File: config.mk
export PLATFORM = sky130hd
export DESIGN_NAME = cdc_app_top
export DESIGN_NICKNAME = d
export VERILOG_FILES = /design/src/logic/cdc_pkg.sv /design/src/logic/usb_ep_if.sv /design/src/logic/byte_fifo.sv /design/src/logic/bulk_loopback.sv /design/src/logic/line_coding_ctrl.sv /design/src/logic/cdc_app_top.sv
export SDC_FILE = /design/constraint.sdc
export NUM_CORES = 2
export LEC_CHECK = 0
export BUFFER_PORTS_ARGS = -buffer_cell sky130_fd_sc_hd__buf_2
export CORE_ASPECT_RATIO = 1.2
export CORE_UTILIZATION = 57
export CTS_CLUSTER_SIZE = 20
export DETAILED_ROUTE_END_ITERATION = 8
export PLACE_DENSITY_LB_ADDON = 0.15
export SLEW_MARGIN = 25
export SYNTH_ARGS = -nofsm -noshare
export SYNTH_HDL_FRONTEND = slang
export SYNTH_SLANG_ARGS = --single-unit
File: constraint.sdc
create_clock -name PHY_CLKOUT -period 5.1 [get_ports PHY_CLKOUT]
set_input_delay 0.51 -clock PHY_CLKOUT [delete_from_list [all_inputs] [get_ports PHY_CLKOUT]]
set_output_delay 0.51 -clock PHY_CLKOUT [all_outputs]
set_load 0.01 [all_outputs]
File: src/logic/cdc_pkg.sv
package cdc_pkg;

    // ==================================================
    // endpoints
    // ==================================================
    typedef logic [3:0] endpt_t;

    localparam endpt_t EP_CTRL = 4'd0;  // default control pipe
    localparam endpt_t EP_BULK = 4'd2;  // cdc data pipe, in and out

    // ==================================================
    // fifo and packet sizes
    // ==================================================
    localparam int FIFO_DEPTH = 128;     // bytes per fifo
    typedef logic [7:0] fifo_cnt_t;      // holds 0..FIFO_DEPTH

    localparam int MAX_PKT = 64;         // full speed bulk max
    typedef logic [11:0] pkt_len_t;      // length field toward the controller

    // ==================================================
    // class requests on ep0
    // ==================================================
    localparam logic [7:0] REQ_SET_LINE_CODING     = 8'h20;
    localparam logic [7:0] REQ_GET_LINE_CODING     = 8'h21;
    localparam logic [7:0] REQ_SET_CTRL_LINE_STATE = 8'h22;

    localparam int SETUP_LEN       = 8;  // bmRequestType .. wLength
    localparam int LINE_CODING_LEN = 7;  // bytes on the wire

    // line coding record, dte_rate goes out lsb first
    typedef struct packed {
        logic [31:0] dte_rate;     // baud
        logic [7:0]  char_format;  // 0 = 1 stop bit
        logic [7:0]  parity_type;  // 0 = none
        logic [7:0]  data_bits;    // 5,6,7,8 or 16
    } line_coding_t;

    // 115200 8n1, wire order 00 c2 01 00 00 00 08
    localparam line_coding_t LINE_CODING_RESET = '{
        dte_rate:    32'd115200,
        char_format: 8'd0,
        parity_type: 8'd0,
        data_bits:   8'd8
    };

endpackage

File: src/logic/usb_ep_if.sv
`timescale 1ns/10ps

// one endpoint's slice of the controller byte interface
interface usb_ep_if;
    import cdc_pkg::*;

    // controller to endpoint, already gated by endpoint number
    logic [7:0] rxdat;   // out data byte
    logic       rxval;   // rxdat valid this cycle
    logic       rxact;   // out packet in progress
    logic       txpop;   // controller took txdat
    logic       txact;   // in packet in progress

    // endpoint to controller
    logic [7:0] txdat;   // next in byte, show-ahead
    logic       txval;   // ep0 data offered
    logic       txcork;  // 1 = nothing to send
    pkt_len_t   txlen;   // bytes in the next in packet

    // top level side, drives the strobes
    modport ctl (
        output rxdat, rxval, rxact, txpop, txact,
        input  txdat, txval, txcork, txlen
    );

    // endpoint logic side
    modport ep (
        input  rxdat, rxval, rxact, txpop, txact,
        output txdat, txval, txcork, txlen
    );

endinterface

File: src/logic/byte_fifo.sv
`timescale 1ns/10ps

module byte_fifo #(
    parameter int DEPTH = cdc_pkg::FIFO_DEPTH
) (
    input  logic               PHY_CLKOUT,
    input  logic               RESET_IN,
    input  logic               wr_i,
    input  logic [7:0]         wdat_i,
    input  logic               rd_i,
    output logic [7:0]         rdat_o,   // head, valid while not empty
    output logic               empty_o,
    output logic               full_o,
    output cdc_pkg::fifo_cnt_t cnt_o
);
    import cdc_pkg::*;

    localparam int AW = $clog2(DEPTH);

    logic [7:0]    mem [DEPTH];
    logic [AW-1:0] wr_ptr;
    logic [AW-1:0] rd_ptr;
    logic          do_wr;
    logic          do_rd;

    // wrap at DEPTH, not only at powers of two
    function automatic logic [AW-1:0] ptr_inc(input logic [AW-1:0] p);
        return (p == AW'(DEPTH - 1)) ? '0 : p + 1'b1;
    endfunction

    assign empty_o = (cnt_o == '0);
    assign full_o  = (cnt_o == fifo_cnt_t'(DEPTH));
    assign do_wr   = wr_i & ~full_o;   // drop when full
    assign do_rd   = rd_i & ~empty_o;  // ignore when empty
    assign rdat_o  = mem[rd_ptr];      // show-ahead

    // storage, no reset needed
    always_ff @(posedge PHY_CLKOUT) begin
        if (do_wr) begin
            mem[wr_ptr] <= wdat_i;
        end
    end

    // pointers and occupancy
    always_ff @(posedge PHY_CLKOUT, posedge RESET_IN) begin
        if (RESET_IN) begin
            wr_ptr <= '0;
            rd_ptr <= '0;
            cnt_o  <= '0;
        end else begin
            if (do_wr) wr_ptr <= ptr_inc(wr_ptr);
            if (do_rd) rd_ptr <= ptr_inc(rd_ptr);
            case ({do_wr, do_rd})
                2'b10:   cnt_o <= cnt_o + 1'b1;
                2'b01:   cnt_o <= cnt_o - 1'b1;
                default: cnt_o <= cnt_o;  // both or neither
            endcase
        end
    end

endmodule

File: src/logic/bulk_loopback.sv
`timescale 1ns/10ps

module bulk_loopback (
    input logic PHY_CLKOUT,
    input logic RESET_IN,
    usb_ep_if.ep ep
);
    import cdc_pkg::*;

    logic [7:0] rx_rdat;
    logic       rx_empty;
    logic       tx_empty;
    logic       tx_full;
    fifo_cnt_t  tx_cnt;
    logic       move;         // rx head -> tx tail this cycle
    pkt_len_t   len_nxt;
    logic       cork_q;
    pkt_len_t   len_q;

    // ==================================================
    // out side, bytes from the host
    // ==================================================
    byte_fifo rx_fifo (
        .PHY_CLKOUT (PHY_CLKOUT),
        .RESET_IN   (RESET_IN),
        .wr_i       (ep.rxval),      // lost if full
        .wdat_i     (ep.rxdat),
        .rd_i       (move),
        .rdat_o     (rx_rdat),
        .empty_o    (rx_empty),
        .full_o     (),              // back-pressure seen on tx side
        .cnt_o      ()
    );

    // one byte per cycle while tx has room
    assign move = ~rx_empty & ~tx_full;

    // ==================================================
    // in side, bytes back to the host
    // ==================================================
    byte_fifo tx_fifo (
        .PHY_CLKOUT (PHY_CLKOUT),
        .RESET_IN   (RESET_IN),
        .wr_i       (move),
        .wdat_i     (rx_rdat),
        .rd_i       (ep.txpop),
        .rdat_o     (ep.txdat),      // head shown before each pop
        .empty_o    (tx_empty),
        .full_o     (tx_full),
        .cnt_o      (tx_cnt)
    );

    // cap packet at MAX_PKT
    assign len_nxt = (tx_cnt > fifo_cnt_t'(MAX_PKT)) ? pkt_len_t'(MAX_PKT)
                                                     : pkt_len_t'(tx_cnt);

    // ==================================================
    // cork and packet length, registered
    // ==================================================
    always_ff @(posedge PHY_CLKOUT, posedge RESET_IN) begin
        if (RESET_IN) begin
            cork_q <= 1'b1;           // corked until data arrives
            len_q  <= '0;
        end else begin
            cork_q <= tx_empty;
            if (!ep.txact) begin
                len_q <= len_nxt;     // frozen during a packet
            end
        end
    end

    assign ep.txcork = cork_q;
    assign ep.txlen  = len_q;
    assign ep.txval  = 1'b0;          // bulk goes by cork only

endmodule

File: src/logic/line_coding_ctrl.sv
`timescale 1ns/10ps

module line_coding_ctrl (
    input  logic       PHY_CLKOUT,
    input  logic       RESET_IN,
    input  logic       setup_i,       // setup stage on ep0
    usb_ep_if.ep       ep,
    output logic [1:0] line_state_o   // [0] dtr, [1] rts
);
    import cdc_pkg::*;

    logic [2:0]   setup_cnt;    // byte index inside the setup packet
    logic [7:0]   req_code;     // bRequest
    logic         send_act;     // GET reply in flight
    logic         coll_act;     // SET data expected
    logic [2:0]   byte_idx;     // record byte for either direction
    line_coding_t lc;
    logic         setup_byte;
    logic         last_setup;
    logic         data_byte;
    logic         pop;

    // record byte k in wire order
    function automatic logic [7:0] wire_byte(input line_coding_t r, input logic [2:0] k);
        case (k)
            3'd0:    return r.dte_rate[7:0];
            3'd1:    return r.dte_rate[15:8];
            3'd2:    return r.dte_rate[23:16];
            3'd3:    return r.dte_rate[31:24];
            3'd4:    return r.char_format;
            3'd5:    return r.parity_type;
            default: return r.data_bits;
        endcase
    endfunction

    assign setup_byte = setup_i & ep.rxval;
    assign last_setup = setup_byte & (setup_cnt == 3'(SETUP_LEN - 1));
    assign data_byte  = ~setup_i & ep.rxact & ep.rxval & coll_act;
    assign pop        = ep.txact & ep.txpop & send_act;

    // ==================================================
    // setup parser and request engine
    // ==================================================
    always_ff @(posedge PHY_CLKOUT, posedge RESET_IN) begin
        if (RESET_IN) begin
            setup_cnt    <= '0;
            req_code     <= '0;
            send_act     <= 1'b0;
            coll_act     <= 1'b0;
            byte_idx     <= '0;
            line_state_o <= '0;
            lc           <= LINE_CODING_RESET;
        end else if (setup_i) begin
            if (setup_byte) begin
                setup_cnt <= setup_cnt + 1'b1;  // wraps after byte 7
                case (setup_cnt)
                    3'd0: begin
                        send_act <= 1'b0;        // new request aborts old one
                        coll_act <= 1'b0;
                    end
                    3'd1: req_code <= ep.rxdat;
                    3'd2: begin
                        if (req_code == REQ_SET_CTRL_LINE_STATE)
                            line_state_o <= ep.rxdat[1:0];  // wValue low bits
                    end
                    default: ;
                endcase
            end
            if (last_setup) begin
                byte_idx <= '0;
                send_act <= (req_code == REQ_GET_LINE_CODING);
                coll_act <= (req_code == REQ_SET_LINE_CODING);
            end
        end else begin
            setup_cnt <= '0;
            if (data_byte) begin                 // SET data stage
                case (byte_idx)
                    3'd0:    lc.dte_rate[7:0]   <= ep.rxdat;
                    3'd1:    lc.dte_rate[15:8]  <= ep.rxdat;
                    3'd2:    lc.dte_rate[23:16] <= ep.rxdat;
                    3'd3:    lc.dte_rate[31:24] <= ep.rxdat;
                    3'd4:    lc.char_format     <= ep.rxdat;
                    3'd5:    lc.parity_type     <= ep.rxdat;
                    default: lc.data_bits       <= ep.rxdat;
                endcase
                byte_idx <= byte_idx + 1'b1;
                if (byte_idx == 3'(LINE_CODING_LEN - 1)) coll_act <= 1'b0;
            end
            if (pop) begin                       // GET data stage
                byte_idx <= byte_idx + 1'b1;
                if (byte_idx == 3'(LINE_CODING_LEN - 1)) send_act <= 1'b0;
            end
        end
    end

    assign ep.txdat  = wire_byte(lc, byte_idx);  // show-ahead
    assign ep.txval  = send_act;
    assign ep.txcork = ~send_act;
    assign ep.txlen  = pkt_len_t'(LINE_CODING_LEN);

endmodule

File: src/logic/cdc_app_top.sv
`timescale 1ns/10ps

module cdc_app_top (
    input  logic              PHY_CLKOUT,
    input  logic              RESET_IN,
    input  cdc_pkg::endpt_t   endpt_i,
    input  logic              setup_i,
    input  logic [7:0]        rxdat_i,
    input  logic              rxval_i,
    input  logic              rxact_i,
    input  logic              txpop_i,
    input  logic              txact_i,
    output logic [7:0]        txdat_o,
    output logic              txval_o,
    output logic              txcork_o,
    output cdc_pkg::pkt_len_t txdat_len_o,
    output logic [1:0]        line_state_o
);
    import cdc_pkg::*;

    logic sel_ctrl;
    logic sel_bulk;

    usb_ep_if ctrl_ep ();
    usb_ep_if bulk_ep ();

    // ==================================================
    // endpoint decode, done once here
    // ==================================================
    assign sel_ctrl = (endpt_i == EP_CTRL);
    assign sel_bulk = (endpt_i == EP_BULK);

    assign ctrl_ep.rxdat = rxdat_i;               // data ungated, strobes gated
    assign ctrl_ep.rxval = rxval_i & sel_ctrl;
    assign ctrl_ep.rxact = rxact_i & sel_ctrl;
    assign ctrl_ep.txpop = txpop_i & sel_ctrl;
    assign ctrl_ep.txact = txact_i & sel_ctrl;

    assign bulk_ep.rxdat = rxdat_i;
    assign bulk_ep.rxval = rxval_i & sel_bulk;
    assign bulk_ep.rxact = rxact_i & sel_bulk;
    assign bulk_ep.txpop = txpop_i & sel_bulk;
    assign bulk_ep.txact = txact_i & sel_bulk;

    line_coding_ctrl u_ctrl (
        .PHY_CLKOUT   (PHY_CLKOUT),
        .RESET_IN     (RESET_IN),
        .setup_i      (setup_i & sel_ctrl),  // setup only ever on ep0
        .ep           (ctrl_ep.ep),
        .line_state_o (line_state_o)
    );

    bulk_loopback u_bulk (
        .PHY_CLKOUT (PHY_CLKOUT),
        .RESET_IN   (RESET_IN),
        .ep         (bulk_ep.ep)
    );

    // tx mux, unknown endpoints stay corked
    always_comb begin
        txdat_o     = 8'h00;
        txval_o     = 1'b0;
        txcork_o    = 1'b1;
        txdat_len_o = '0;
        if (sel_ctrl) begin
            txdat_o     = ctrl_ep.txdat;
            txval_o     = ctrl_ep.txval;
            txcork_o    = ctrl_ep.txcork;
            txdat_len_o = ctrl_ep.txlen;
        end else if (sel_bulk) begin
            txdat_o     = bulk_ep.txdat;
            txval_o     = bulk_ep.txval;     // always 0 for bulk
            txcork_o    = bulk_ep.txcork;
            txdat_len_o = bulk_ep.txlen;
        end
    end

endmodule

* Word level (Yosys, flattened, before mapping) *
Memories as Yosys holds them, arrays and structs flattened.
Index checks and enable logic that the tools add are counted.

cells by class
  add/sub/neg operators = 10
  magnitude comparators = 1
  equal/unequal tests = 27
  mux-type cells = 34
  bitwise operators = 27
  reductions and logical operators = 24

operator list
  cell                                                           count
  case mux 8 bit (6 select lines)                                1
  case mux 8 bit (2 select lines)                                2
  adder 7 x 1 -> 7 bit, second input constant                    4
  == test 7 bit, second input constant                           4
  2-to-1 mux 7 bit                                               4
  == test 8 x 6 -> 1 bit, second input constant                  3
  2-to-1 mux 12 bit                                              2
  2-to-1 mux 8 bit                                               3
  AND reduction 3 bit                                            8
  AND 1 bit                                                      20
  2-to-1 mux 3 bit                                               6
  adder 8 x 1 -> 8 bit, second input constant                    2
  == test 8 bit, second input constant                           2
  logical NOT 8 bit                                              2
  2-to-1 mux 1 bit                                               16
  subtractor 8 x 1 -> 8 bit, second input constant               2
  == test 3 bit, second input constant                           4
  AND reduction 4 bit                                            3
  nonzero test 2 bit                                             5
  == test 3 x 2 -> 1 bit, second input constant                  3
  greater-than comparator 8 x 7 -> 1 bit, second input constant  1
  inverter 1 bit                                                 7
  adder 3 x 1 -> 3 bit, second input constant                    2
  == test 3 x 1 -> 1 bit, second input constant                  2
  10 further kinds                                               15

storage, ports and cells
  register bits after elaboration = 131
  RAM bits = 2048
  input bits = 19
  memories = 2

memories
  memory              depth  bits a word  rd ports  clocked after Yosys merged registers in  write ports  RTL line         source
  u_bulk.rx_fifo.mem  128    8            1         0                                        1            byte_fifo.sv:20  logic [7:0] mem [DEPTH];
  u_bulk.tx_fifo.mem  128    8            1         0                                        1            byte_fifo.sv:20

* Logic depth before layout (Yosys ltp) *
  depth after elaboration = 9
  depth in mapped cells = 14
  mapped depth without buffers = 13

* Hierarchy *
From an unflattened synthesis, not the netlist that was laid out.

unflattened totals
  cells, all modules = 4432
  area, all modules = 86152.6 µm²

modules (own cells, without submodules)
  module                       times used  cells each  area each (µm²)
  byte_fifo at u_bulk.rx_fifo  1           2024        40875.5
  byte_fifo at u_bulk.tx_fifo  1           2034        40799.1
  line_coding_ctrl             1           278         3653.5
  cdc_app_top                  1           61          414.1
  bulk_loopback                1           35          410.4

* Worst setup path after synthesis *
OpenSTA, ideal clock, no wires.

  kind = register to register
  start = register u_bulk.rx_fifo.rd_ptr[0]
  end = memory u_bulk.tx_fifo.mem[0][1], data pin
  arrival time = 3.935 ns
  path slack = 0.118 ns
  cell stages (with the launch flop) = 9
  buffers on the path = 3
  clock period less this slack = 4.982 ns
  cells stage by stage = dfrtp_1 -> clkbuf_1 -> clkbuf_1 -> buf_2 -> mux4_2 -> a22oi_1 -> nand2_1 -> a22oi_1 -> nand4_1

between the ends
  word-level cells in the longest chain between the ends = 1

ends and longest elaborated chain
  element                             RTL line         source
  from (decl)                         byte_fifo.sv:22  logic [AW-1:0] rd_ptr;
  from (signal assigned)              byte_fifo.sv:52  if (do_rd) rd_ptr <= ptr_inc(rd_ptr);
  memory read (128 x 8 bit)           n/a
  named net u_bulk.rx_fifo.rdat_o[1]  byte_fifo.sv:11  output logic [7:0] rdat_o,
  to (decl)                           byte_fifo.sv:20

The timed path passes the listed nets, and every way through them passes these cells.

* Worst setup path after layout *
  start = register u_bulk.tx_fifo.rd_ptr[0]
  end = output port txdat_o[4]

between the ends
  word-level cells in the longest chain between the ends = 3

ends and longest elaborated chain
  element                    RTL line           source
  from (decl)                byte_fifo.sv:22
  from (signal assigned)     byte_fifo.sv:52
  memory read (128 x 8 bit)  n/a
  2-to-1 mux 8 bit           cdc_app_top.sv:70  end else if (sel_bulk) begin
  2-to-1 mux 8 bit           cdc_app_top.sv:65  if (sel_ctrl) begin
  to (decl)                  cdc_app_top.sv:13  output logic [7:0] txdat_o,

No other way between the ends.

==> results.toml <==
[run_status]
status = "finished with violations"
violations = "design-rule violations"

[drt]
wirelength_um = 200000
vias = 42500
ant_nets = 0
wire_per_inst_um = 30.3
first_pass_iters = 7
avgViaCountPerCell = 6.43
route.detailed.drc = 6
drtIter0Drc = 4834

[critical_path]
endpoint_kind = "output pin"
r2r.worst_path.cells = 8
reg2reg_to = "u_bulk.tx_fifo.mem[108][0]$_DFFE_PP_"
crit_type = "flip-flop to output pin"
reg2reg_slack_ns = 0.74
r2r_start = "u_bulk.rx_fifo.rd_ptr[0]$_DFFE_PP0P_"
critical_path_required_ns = 4.59
worst_setup_path_start_kind = "flip-flop"
critPathMaxFanout = 28
cp.arrival_ns = 4.48

[clock_tree]
clkTransAtPathRegs_ns = 0.06
clock_sinks = 2175
cts_max_level = 4
cts_tree = "built"
numCtsBuffers = 202
clk_latency_ns = 0.84
clockRootBuffer = "clkbuf_16"
clockBufferDepth = 3
post_cts_buffers = 0

[yosys]
synth_most_common_cell = "edfxtp_1"
yosysWarnings = 0
netlist_top_cells_area = "edfxtp_1, mux4_2, dfrtp_1"
synth_ff_type = "edfxtp_1"
synth.top_cell.area_share_pct = 71.9
yosys-top-cells-count = "edfxtp_1, mux4_2, nor2_1, nand2_1, dfrtp_1"
synthCells = 4293
synth-edff-count = 2048
synth.avg_cell_area_um2 = 19.9
async_flop_share_pct = 5.84
yosysSeqAreaShare_pct = 75.7
syn_area_um2 = 85500
yosys.cell_types.count = 73
synth_top_area_cell = "edfxtp_1"
synth_seq_cells = 2175

[timing]
rsz0062_at_grt = "false"
period_minus_slack_ns = 4.99
hold_viol_final = 0
fmax_mhz = 201
layout_setup_ws_ns = 0.115
worst_slew_pin_slew_ns = 1.09
finalSetupViolCount = 0
finalCritPeriodShare_pct = 97.8
relSlewSlack_pct = 27.5
slew_violations = 0
setup_tns_ns = 0
skew_ns = 0.0345
holdWs_ns = 0.0888

[final_layout]
layout-drive-gt1-share_pct = 23.4
fillers = 9932
syn2layout_area_growth_pct = 11.5
nets = 4514
stdcell_area_um2 = 95300

[placed_design]
pre_cts_ws_ns = 0.810
place_area_um2 = 88700
place_congestion = 0.927
io_buffers = 38
hpwlAfterDp_um = 126000

[floorplanning]
dieWidth_um = 356
core_um2 = 149000
dieArea_um2 = 152000
initial_core_util_pct = 57.5
rows = 155
ioPinCount = 43
die_y_um = 426

[grt]
grtUsageTotal_pct = 27.0
grt_pass1_vias = 43700
grt_overflow_total = 0
grt_pass1_wl_um = 296000
grt_max_degree = 129
antenna_found_initial = 2

[worst_hold_path]
hold_end = "u_bulk.rx_fifo.wr_ptr[2]$_DFFE_PP0P_"
hp-class = "input port to flip-flop"
min_delay_path_depth = 3
worstHoldStart = "rxval_i"

[pwr]
leakage_nw = 30.6
ir_drop_uv = 1080
p_per_area_nw_per_um2 = 573

[job]
maxCapViolCount = 0
[what timing repair did]
item	4_1_cts	5_1_grt
gates resized for setup	1	0
hold buffers	2	0
endpoints found under the hold margin	55	0
setup endpoints to repair	1	0
[power breakdown]
| part | internal (mW) | leakage (nW) | total [mW] | switching (mW) |
|---|---|---|---|---|
| Sequential | 23.8 | 20.1 | 24.5 | 0.686 |
| Combinational | 5.41 | 7.32 | 15.1 | 9.69 |
| Clock | 8.66 | 3.22 | 15.1 | 6.41 |
[layer usage]
| layer | share of wire, % | global-route usage [%] |
|---|---|---|
| met1 | 38 | 35.0 |
| met2 | 52 | 46.1 |
| met5 | 0 | 0 |
| met3 | 6.2 | 3.76 |
| met4 | 4.4 | 11.8 |
[through the flow]
step	util (%)	power (mW)	std cells
2_1_floorplan	-	33.3	4296
5_1_grt	64.1	56.4	6600
6_report	64.1	54.6	6600
3_5_place_dp	59.6	40.1	6221
4_1_cts	64.1	55.0	6599
3_3_place_gp	59.6	39.8	6220
[logic make-up (layout without fill, tap and decap cells)]
family | Yosys count | count (layout) | synth area share (%)
DFF | 2175 | 2175 | 75.7
and+or+nand+nor | 735 | 735 | 3.86
muxes | 672 | 672 | 15.3
AOI/OAI and AO/OA | 390 | 390 | 3.09
buffers and inverters | 260 | 601 | 1.38
adders and majority gates | 30 | 30 | 0.457
xor gates and xnor gates | 30 | 30 | 0.307
other | 1 | 5 | 0.00439
[sequential cells by signal (all words and copies together), names as in the netlist]
signal                 cells
u_bulk.rx_fifo.mem      1024
u_bulk.tx_fifo.mem      1024
u_ctrl.lc                 56
u_bulk.ep.txlen            8
u_bulk.rx_fifo.cnt_o       8
u_bulk.tx_fifo.cnt_o       8
u_ctrl.req_code            8
u_bulk.rx_fifo.rd_ptr      7
u_bulk.rx_fifo.wr_ptr      7
u_bulk.tx_fifo.rd_ptr      7
u_bulk.tx_fifo.wr_ptr      7
u_ctrl.byte_idx            3
u_ctrl.setup_cnt           3
u_ctrl.line_state_o        2
u_bulk.ep.txcork           1
u_ctrl.coll_act            1
u_ctrl.ep.txval            1
[cell type report]
| type | count | area (µm²) | area share, % |
|---|---|---|---|
| diodes | 1 | 2.50 | 0.00263 |
| clock buffers | 271 | 5530 | 5.81 |
| clock inverters | 105 | 1070 | 1.12 |
| inverters | 27 | 106 | 0.112 |
| multi-input cells | 1861 | 19700 | 20.7 |
| flip-flops and latches | 2175 | 64700 | 67.9 |
| well taps | 1962 | 2450 | 2.58 |
| repair buffers | 198 | 1760 | 1.84 |
[how the worst max path moves through the flow]
stage	slack, ns	to	start	cells after the start
2_1_floorplan	0.12	u_bulk.tx_fifo.mem[0][1]$_DFFE_PP_	u_bulk.rx_fifo.rd_ptr[0]$_DFFE_PP0P_	8
3_3_place_gp	0.82	u_bulk.tx_fifo.mem[5][6]$_DFFE_PP_	u_bulk.tx_fifo.cnt_o[0]$_DFFE_PP0P_	7
3_5_place_dp	0.81	u_bulk.tx_fifo.mem[109][0]$_DFFE_PP_	u_bulk.rx_fifo.rd_ptr[0]$_DFFE_PP0P_	8
4_1_cts	0.07	txdat_o[4]	u_bulk.tx_fifo.rd_ptr[0]$_DFFE_PP0P_	9
5_1_grt	0.03	txdat_o[3]	u_bulk.tx_fifo.rd_ptr[0]$_DFFE_PP0P_	7
6_report	0.11	txdat_o[4]	u_bulk.tx_fifo.rd_ptr[0]$_DFFE_PP0P_	9
[worst max-delay path, stage by stage, from the launching register on]
cell and delay (ns):
dfrtp_4 0.73, buf_4 0.31, inv_2 0.46, buf_4 0.34, mux2i_2 0.44, o22ai_1 0.25
nor3_1 0.24, nand3_1 0.13, or3_1 0.49, buf_2 0.18
[cells in the final DEF, fill, tap and decap left out, types with 47 or more instances in the layout]
cell,n
edfxtp_1,2048
mux4_2,497
nor2_1,350
clkbuf_16,210
nand2_1,173
buf_4,138
dfrtp_1,114
a22oi_1,109
mux2i_1,96
a21oi_1,75
mux2_2,70
o21ai_0,60
clkbuf_1,56
nand3_1,47
Power figures use the tool's default switching activity.
